==> src/source/nib_fifo_defines.svh <==
// Sizing constants for the nibble-in, word-out FIFO.
// Only a 4-bit write side and a 32-bit read side are supported.
// The pointer and count widths below are tied to a 32-nibble capacity.

`ifndef NIB_FIFO_DEFINES_SVH
`define NIB_FIFO_DEFINES_SVH

// Width of one write beat
`define NIB_W 4

// Width of one read word
`define WORD_W 32

// Nibbles packed into each read word, oldest in the low bits
`define NIBS_PER_WORD 8

// Total storage, 128 bits held as nibbles
`define CAP_NIBS 32

// Five index bits plus one wrap bit, so full and empty can be told apart
`define PTR_W 6

// Occupancy runs from 0 to 32 inclusive, which needs six bits
`define CNT_W 6

`endif
==> src/source/flush_pkg.sv <==
// Types owned by the flush controller.
// The pop length field is sized for 1 to 8 nibbles per read.

`default_nettype none

`include "nib_fifo_defines.svh"

package flush_pkg;

  // Controller state
  // FL_DRAIN lasts from the edge after the request until the request drops
  typedef enum logic {
    FL_IDLE  = 1'b0,
    FL_DRAIN = 1'b1
  } flush_state_e;

  // Pop command sent to the storage
  // len is also what limits the read window, so it is valid even without pop
  typedef struct packed {
    logic                             pop;
    logic [$clog2(`NIBS_PER_WORD):0]  len;
  } pop_cmd_s;

endpackage

`default_nettype wire

==> src/source/nib_fifo_pkg.sv <==
// Data-path types shared by the storage, the flush controller and the top.
// Widths come from the defines header and are not meant to be overridden.

`default_nettype none

`include "nib_fifo_defines.svh"

package nib_fifo_pkg;

  // One write beat
  typedef logic [`NIB_W-1:0] nibble_t;

  // One read word made of eight nibbles
  typedef logic [`WORD_W-1:0] word_t;

  // Storage pointer, top bit is the wrap flag
  typedef logic [`PTR_W-1:0] ptr_t;

  // Status the storage hands to the flush controller every cycle
  typedef struct packed {
    // Write pointer including any write accepted in this cycle
    ptr_t                  wr_ptr;
    // Read pointer as registered
    ptr_t                  rd_ptr;
    // Occupancy before this cycle's write lands
    logic [`CNT_W-1:0]     count;
  } store_status_s;

endpackage

`default_nettype wire

==> src/source/nib_fifo_top.sv <==
// Top of the width-converting FIFO, 4-bit writes and 32-bit reads with flush.
// Plain strobes only: wr must respect full and rd must wait for data_avail.
// rd_data is valid in the same cycle as rd.

`default_nettype none

module nib_fifo_top (
  input  logic                  clk,
  input  logic                  rst,
  input  logic                  wr,
  input  nib_fifo_pkg::nibble_t wr_data,
  input  logic                  rd,
  input  logic                  flush_req,
  output nib_fifo_pkg::word_t   rd_data,
  output logic                  data_avail,
  output logic                  flush_done,
  output logic                  full,
  output logic                  empty
);

  // Pointer and occupancy status from storage to control
  nib_fifo_pkg::store_status_s stat;

  // Pop strobe and length from control to storage
  flush_pkg::pop_cmd_s cmd;

  // Storage array, pointers, read window and flags
  nib_store u_store (
    .clk     (clk),
    .rst     (rst),
    .wr      (wr),
    .wr_data (wr_data),
    .cmd     (cmd),
    .rd_data (rd_data),
    .stat    (stat),
    .full    (full),
    .empty   (empty)
  );

  // Flush boundary tracking and pop length selection
  flush_ctrl u_flush (
    .clk        (clk),
    .rst        (rst),
    .rd         (rd),
    .flush_req  (flush_req),
    .stat       (stat),
    .cmd        (cmd),
    .data_avail (data_avail),
    .flush_done (flush_done)
  );

endmodule

`default_nettype wire

==> src/source/flush_ctrl.sv <==
// Flush control and read pacing for the nibble FIFO.
// flush_req must stay high until flush_done and only come while data is stored.
// All outputs are combinational from the state, the boundary and stat.

`default_nettype none

`include "nib_fifo_defines.svh"

module flush_ctrl (
  input  logic                        clk,
  input  logic                        rst,
  input  logic                        rd,
  input  logic                        flush_req,
  input  nib_fifo_pkg::store_status_s stat,
  output flush_pkg::pop_cmd_s         cmd,
  output logic                        data_avail,
  output logic                        flush_done
);

  localparam int LEN_W = $clog2(`NIBS_PER_WORD) + 1;

  flush_pkg::flush_state_e state_q;

  // Write pointer seen in the first flush cycle
  // Everything below it belongs to the flush
  nib_fifo_pkg::ptr_t bound_q;

  // Nibbles still owed to the flush, from 0 to 32
  nib_fifo_pkg::ptr_t remaining;

  logic draining;
  logic flush_left;
  logic short_pop;

  // State and boundary
  // The boundary is taken from stat.wr_ptr, so a write in the first flush cycle
  // is included while later writes fall outside the flush
  always_ff @(posedge clk or negedge rst) begin
    if (!rst) begin
      state_q <= flush_pkg::FL_IDLE;
      bound_q <= '0;
    end else begin
      case (state_q)
        flush_pkg::FL_IDLE: begin
          if (flush_req) begin
            state_q <= flush_pkg::FL_DRAIN;
            bound_q <= stat.wr_ptr;
          end
        end
        flush_pkg::FL_DRAIN: begin
          // The requester drops flush_req once it has seen flush_done
          if (!flush_req) begin
            state_q <= flush_pkg::FL_IDLE;
          end
        end
      endcase
    end
  end

  assign draining  = (state_q == flush_pkg::FL_DRAIN);
  assign remaining = bound_q - stat.rd_ptr;

  // A partial word can be read only once the boundary is registered
  // During the first flush cycle reads fall back to the full-word rule
  assign flush_left = draining && (remaining != '0);
  assign short_pop  = flush_left && (remaining < nib_fifo_pkg::ptr_t'(`NIBS_PER_WORD));

  assign data_avail = (stat.count >= `CNT_W'(`NIBS_PER_WORD)) || flush_left;

  // Pop command
  // len always carries the pop length so the storage can zero the window above it
  always_comb begin
    cmd.pop = rd;
    if (short_pop) begin
      cmd.len = remaining[LEN_W-1:0];
    end else begin
      cmd.len = LEN_W'(`NIBS_PER_WORD);
    end
  end

  // Done once the read pointer has caught up with the boundary
  assign flush_done = flush_req && draining && (stat.rd_ptr == bound_q);

endmodule

`default_nettype wire

==> src/source/nib_store.sv <==
// Nibble storage with a combinational 8-nibble read window.
// Writes when full and pops beyond the stored data are not checked.
// The window shows nibbles below cmd.len and zeros above them.

`default_nettype none

`include "nib_fifo_defines.svh"

module nib_store (
  input  logic                        clk,
  input  logic                        rst,
  input  logic                        wr,
  input  nib_fifo_pkg::nibble_t       wr_data,
  input  flush_pkg::pop_cmd_s         cmd,
  output nib_fifo_pkg::word_t         rd_data,
  output nib_fifo_pkg::store_status_s stat,
  output logic                        full,
  output logic                        empty
);

  // Index bits into the array, the pointer adds one wrap bit on top
  localparam int IDX_W = `PTR_W - 1;

  // Payload array, contents are don't-care until written
  nib_fifo_pkg::nibble_t mem [`CAP_NIBS];

  nib_fifo_pkg::ptr_t wr_ptr_q;
  nib_fifo_pkg::ptr_t rd_ptr_q;

  // Pointer value once this cycle's write is counted
  nib_fifo_pkg::ptr_t wr_ptr_next;

  assign wr_ptr_next = wr_ptr_q + nib_fifo_pkg::ptr_t'(wr);

  // Write side
  // The nibble lands in the array and the pointer moves at the same edge
  always_ff @(posedge clk) begin
    if (wr) begin
      mem[wr_ptr_q[IDX_W-1:0]] <= wr_data;
    end
  end

  always_ff @(posedge clk or negedge rst) begin
    if (!rst) begin
      wr_ptr_q <= '0;
    end else begin
      wr_ptr_q <= wr_ptr_next;
    end
  end

  // Read side
  // A pop removes cmd.len nibbles, which is 8 except at the tail of a flush
  always_ff @(posedge clk or negedge rst) begin
    if (!rst) begin
      rd_ptr_q <= '0;
    end else if (cmd.pop) begin
      rd_ptr_q <= rd_ptr_q + nib_fifo_pkg::ptr_t'(cmd.len);
    end
  end

  // Read window
  // Eight nibbles from the read pointer up, with the index wrapping at 32
  // Slots at or past cmd.len are forced to zero, which gives the flush padding
  always_comb begin
    logic [IDX_W-1:0] idx;
    rd_data = '0;
    for (int i = 0; i < `NIBS_PER_WORD; i++) begin
      idx = rd_ptr_q[IDX_W-1:0] + IDX_W'(i);
      if (i < int'(cmd.len)) begin
        rd_data[i*`NIB_W +: `NIB_W] = mem[idx];
      end
    end
  end

  // Flags
  // Same index with opposite wrap bits means the array is full
  assign full  = (wr_ptr_q == {~rd_ptr_q[IDX_W], rd_ptr_q[IDX_W-1:0]});
  assign empty = (wr_ptr_q == rd_ptr_q);

  // Status for the flush controller
  // The count leaves out the nibble being written now since it is not yet readable
  always_comb begin
    stat.wr_ptr = wr_ptr_next;
    stat.rd_ptr = rd_ptr_q;
    stat.count  = wr_ptr_q - rd_ptr_q;
  end

endmodule

`default_nettype wire

==> config.mk <==
export PLATFORM = sky130hd
export DESIGN_NAME = nib_fifo_top
export DESIGN_NICKNAME = d
export VERILOG_FILES = /design/src/source/flush_pkg.sv /design/src/source/nib_fifo_pkg.sv /design/src/source/nib_fifo_top.sv /design/src/source/flush_ctrl.sv /design/src/source/nib_store.sv
export VERILOG_INCLUDE_DIRS = /design/src /design/src/source
export SDC_FILE = /design/constraint.sdc
export NUM_CORES = 1
export LEC_CHECK = 0
export ABC_AREA = 0
export BUFFER_PORTS_ARGS = -buffer_cell sky130_fd_sc_hd__buf_4
export CORE_MARGIN = 2
export CORE_UTILIZATION = 68
export DETAILED_ROUTE_END_ITERATION = 6
export PLACE_DENSITY = 0.84
export SLEW_MARGIN = 0
export SYNTH_ARGS = -nofsm -noshare
export SYNTH_HDL_FRONTEND = slang
export SYNTH_SLANG_ARGS = --single-unit
export TNS_END_PERCENT = 100
==> constraint.sdc <==
create_clock -name clk -period 9.9 [get_ports clk]
set_input_delay 0.99 -clock clk [delete_from_list [all_inputs] [get_ports clk]]
set_output_delay 0.99 -clock clk [all_outputs]
set_load 0.02 [all_outputs]
Word-level counts from Yosys, hierarchy flattened
Memory sizes are Yosys's and may differ from the RTL's.
Index checks and enable logic that the tools add are counted.
{ "totals": {"output_inout_bits": 36, "in_bits": 9, "elab_cells": 50, "reg_bits": 19, "memories": 1, "ramBits": 128} }
{ "classes": {"magnitude_cmp": 10, "reduce_logical": 7, "add_sub_neg": 11, "n_eq_ne": 3, "muxes": 12, "n_bitwise": 2} }
{ "mem_list": {"columns": ["memory", "depth", "word_bits", "read_ports", "rd_clocked_by_memory_dff", "wr", "line", "source"], "rows": [
  ["u_store.mem", 32, 4, 8, 0, 1, "nib_store.sv:25", "nib_fifo_pkg::nibble_t mem [`CAP_NIBS];"]
]} }
{ "op_table": {"columns": ["op", "count"], "rows": [
  ["4-bit two-way mux", 9],
  ["5-bit by 3-bit adder with 5-bit output (second input constant)", 4],
  ["6-bit == test", 3],
  ["3-bit by 4-bit less-than comparator with 1-bit output (first input constant)", 4],
  ["6-bit subtractor", 2],
  ["5-bit by 2-bit adder with 5-bit output (second input constant)", 2],
  ["1-bit by 4-bit less-than comparator with 1-bit output (first input constant)", 2],
  ["2-bit by 4-bit less-than comparator with 1-bit output (first input constant)", 2],
  ["6-bit by 1-bit adder with 6-bit output", 1],
  ["6-bit by 4-bit adder with 6-bit output", 1],
  ["6-bit by 4-bit >= comparator with 1-bit output (second input constant)", 1],
  ["6-bit by 4-bit less-than comparator with 1-bit output (second input constant)", 1],
  ["6-bit nonzero test", 1],
  ["5-bit by 1-bit adder with 5-bit output (second input constant)", 1],
  ["1-bit logical AND", 4],
  ["1-bit two-way mux", 3],
  ["1-bit NOT", 2],
  ["2-bit AND reduction", 1],
  ["1-bit logical OR", 1]
]} }

Depth between registers and ports, before layout
{ "depth": {"word_depth": 7, "ltp_mapped": 18} }

Modules after synthesis
Synthesis repeated with hierarchy kept, for this count alone.
{ "hier_totals": {"cells_unflattened": 805, "hier_area_um2": 11659.9} }
{ "modules_own_cells": {"columns": ["mod", "cells_per_inst", "area_each_um2", "n_inst"], "rows": [
  ["nib_store", 748, 11123.2, 1],
  ["flush_ctrl", 57, 536.8, 1]
]} }

Least setup slack after synthesis
Ideal clock, no wire load.
{ "synth_path": {"kind": "register to output", "startpoint": "register u_store.rd_ptr_q[1]", "endpoint": "output port rd_data[14]", "t_arrival_ps": 3265, "path_slack_ps": 5645, "path_stages_with_launch": 13, "cell_sequence": "dfrtp_1 > buf_2 > buf_2 > buf_2 > inv_1 > ha_1 > buf_2 > buf_2 > buf_2 > mux4_2 > a2111oi_0 > a31o_2 > a211oi_1"} }
{ "synth_between": {"elab_chain_len": 7, "elab_cells_between_ends": 10, "classes_between": "add/sub (2); order compare (2); mux (2); reduce/logical (3); memory (1)"} }
{ "synth_lines": {"columns": ["item", "line", "source"], "rows": [
  ["start: declaration", "nib_store.sv:28", "nib_fifo_pkg::ptr_t rd_ptr_q;"],
  ["start signal: assignment", "nib_store.sv:57", "rd_ptr_q <= rd_ptr_q + nib_fifo_pkg::ptr_t'(cmd.len);"],
  ["parallel branches: the longest is 6 deep, another holds 6-bit subtractor", null, null],
  ["4-bit two-way mux *", "nib_store.sv:69", "if (i < int'(cmd.len)) begin"],
  ["end: declaration", "nib_fifo_top.sv:14", "output nib_fifo_pkg::word_t rd_data,"]
]} }
Mark *: on every way between the ends.

Worst setup path after layout
{ "layout_path": {"startpoint": "register u_store.rd_ptr_q[2]", "endpoint": "output port rd_data[9]"} }
The elaborated chain is that of the path after synthesis.

==> impl_metrics.env <==
export IMPL_status="complete, no violations"
export IMPL_clockRootBuffer="clkbuf_16"
export IMPL_grt_pass1_vias=7223
export IMPL_cts_buffers=17
export IMPL_nFillCells=937
export IMPL_arrival_ps=4810
export IMPL_slew_headroom=0.06044
export IMPL_vias=7638
export IMPL_cts_setup_buffers=0
export IMPL_critPathLaunchType="flip-flop"
export IMPL_globalRouteTotalUtil=0.4029
export IMPL_syn_inst=709
export IMPL_route_detailed_drc=0
export IMPL_tightest_slew_ps=1396
export IMPL_yosysSeqAreaShare=0.3988
export IMPL_gp_congestion=1.008
export IMPL_grt_max_degree=71
export IMPL_finClkSkew_ps=9.829
export IMPL_synth_area_um2=10830
export IMPL_finalSetupViolations=0
export IMPL_grt_setup_unrepaired="false"
export IMPL_fp_row_count=46
export IMPL_cts_sinks=147
export IMPL_die_x_um=130.2
export IMPL_cts_repair_resized=0
export IMPL_die_y_um=130.2
export IMPL_max_freq_ghz=0.1725
export IMPL_avgSynthCellArea_um2=15.28
export IMPL_worstSetupPathType="reg -> out"
export IMPL_syn_nets=744
export IMPL_crit_fanout=18
export IMPL_io_buffers=44
export IMPL_crit_required_ps=8910
export IMPL_endpoint_kind="primary output"
export IMPL_core_um2=15710
export IMPL_final_common_cell="mux4_2"
export IMPL_wire_per_inst_um=33.73
export IMPL_clk_path_buf_depth=2
export IMPL_fin_crit_ps=5798
export IMPL_grt_overflow=0
export IMPL_clk_insertion_delay_late_ps=440
export IMPL_avgViaCountPerCell=7.940
export IMPL_ctsHoldBuffers=0
export IMPL_finalNetCount=768
export IMPL_firstDrtPassIters=5
export IMPL_finalCritPeriodShare=0.5857
export IMPL_synth_edf_count=128
export IMPL_yosysUniqueCellTypes=49
export IMPL_diodes=0
export IMPL_final_max_slew_viol_count=0
export IMPL_dieArea_um2=16950
export IMPL_ios=45
export IMPL_antenna_found_initial=1
export IMPL_synth_seq_cells=147
export IMPL_path_cells="inv_2 -> ha_1 -> a21o_1 -> a21oi_1 -> xor2_1 -> o211ai_1 -> nor4_1 -> nor2_1 -> buf_4"
export IMPL_h_tree_depth=4
export IMPL_synthArstFlopShare=0.1293
export IMPL_area_delta_synth_final_pct=9.449
export IMPL_hp_class="in -> async"
export IMPL_drtIter0Drc=1198
export IMPL_hold_viol=0
export IMPL_cp_slowest_stage_delay_ps=1210
export IMPL_cts_tree="done"
export IMPL_grt_pass1_wl_um=47120
export IMPL_synthFlopType="edfxtp_1"
export IMPL_fin_setup_tns_ps=0
export IMPL_ant_nets=0
export IMPL_yosysWarnings=0
export IMPL_totalWireLength_um=32450
export IMPL_drive_above_1_share=0.3727
export IMPL_cp_slowest_cell="nor4_1"
export IMPL_clk_pin_slew_ps=80
export IMPL_layout_cells_most_common_list="176 x mux4_2, 128 x edfxtp_1, 63 x nor2_1"
export IMPL_dp_hpwl_um=23190
export IMPL_maxCapViolCount=0
export IMPL_initial_utilization=0.6894
## metrics by stage
stage	utilization	setup slack [ps]	std cells	cell area, um2	hold WS, ps
4_1_cts	0.7545	4315	962	11860	421.5
2_1_floorplan	-	5645	709	10830	479.4
6_report	0.7545	4102	962	11860	409.0
5_1_grt	0.7545	3872	962	11860	428.4
3_5_place_dp	0.7152	4814	930	11240	519.9
3_3_place_gp	0.7152	4954	930	11240	499.7
## sequential cells by signal, indices dropped and copies added, names as in the netlist, named ones only
| register | count |
|---|---|
| u_flush.bound_q | 6 |
| u_store.wr_ptr_q | 6 |
| u_store.mem | 128 |
| u_store.rd_ptr_q | 5 |
| u_flush.draining | 1 |
## synth_stat cells (3+ instances only)
master    number  area share
buf_6          7      0.0073
nand3_1       21      0.0097
or3_1          3      0.0017
inv_1         12      0.0042
dfrtp_1       19       0.044
buf_2         28       0.013
nor2_1        63       0.022
edfxtp_1     128        0.35
mux2_2         6      0.0062
xnor2_1       22       0.018
mux4_1         6       0.015
ha_1          24       0.028
a21oi_1       19      0.0088
xor2_1        11      0.0089
nor3_1         5      0.0023
mux4_2       176        0.37
a22o_1         4      0.0032
o21ai_0        6      0.0028
nand4_1        9      0.0052
and3_1         3      0.0017
nor2b_1        5      0.0029
mux2i_1       25       0.023
clkbuf_1       9      0.0031
nand3b_1       5      0.0035
nand2_1       59       0.020
## area by class of cell
class / count / area (um2) / share of cell area
tap: 216 / 270.3 / 0.02280
clock buffer: 17 / 425.4 / 0.03588
clock inverter: 15 / 191.4 / 0.01615
multi-input combinational: 500 / 6195 / 0.5225
sequential: 147 / 4327 / 0.3650
timing repair buffer: 52 / 390.4 / 0.03293
inverter: 15 / 56.30 / 0.004749
## worst paths after layout
check / to / slack, ps / cells after the start / startpoint
max: rd_data[9] / 4100 / 9 / u_store.rd_ptr_q[2]
min: u_store.rd_ptr_q[4] / 410 / 1 / rst
max reg2reg: u_store.rd_ptr_q[5] / 5650 / 14 / u_store.rd_ptr_q[2]
min reg2reg: u_flush.bound_q[2] / 540 / 1 / u_flush.bound_q[2]
max in group asynchronous: async pin / 9230 / 1 / rst
min in group clk: u_flush.bound_q[2] / 540 / 1 / u_flush.bound_q[2]
## per-layer routing
metal | up-vias | wire, um | GRT usage
met4 | 0 | 1523 | 0.1518
met1 | 3900 | 11530 | 0.5613
met2 | 633 | 15050 | 0.6079
li1 | 2996 | - | -
met3 | 109 | 4352 | 0.1316
met5 | - | 0 | 0
## kinds of logic after synthesis
group	after synthesis	synth area share
compound gates	42	0.02437
simple gates	185	0.07716
mux	213	0.4098
fa+ha+maj	26	0.03142
xor+xnor	34	0.02819
flops	147	0.3988
buf+inv	62	0.03026
## critical path, delay by kind of cell (launching register included)
kind / cells / cell delay, ps
buffers and inverters: 2 / 610
xor gates and xnor gates: 1 / 310
and+or+nand+nor: 2 / 1400
adders and majority gates: 1 / 490
AOI/OAI and AO/OA: 3 / 650
DFF: 1 / 900
Power is left out: the tool's default activity adds up to more than one toggle a clock period on the data nets, which glitch-free logic cannot reach.
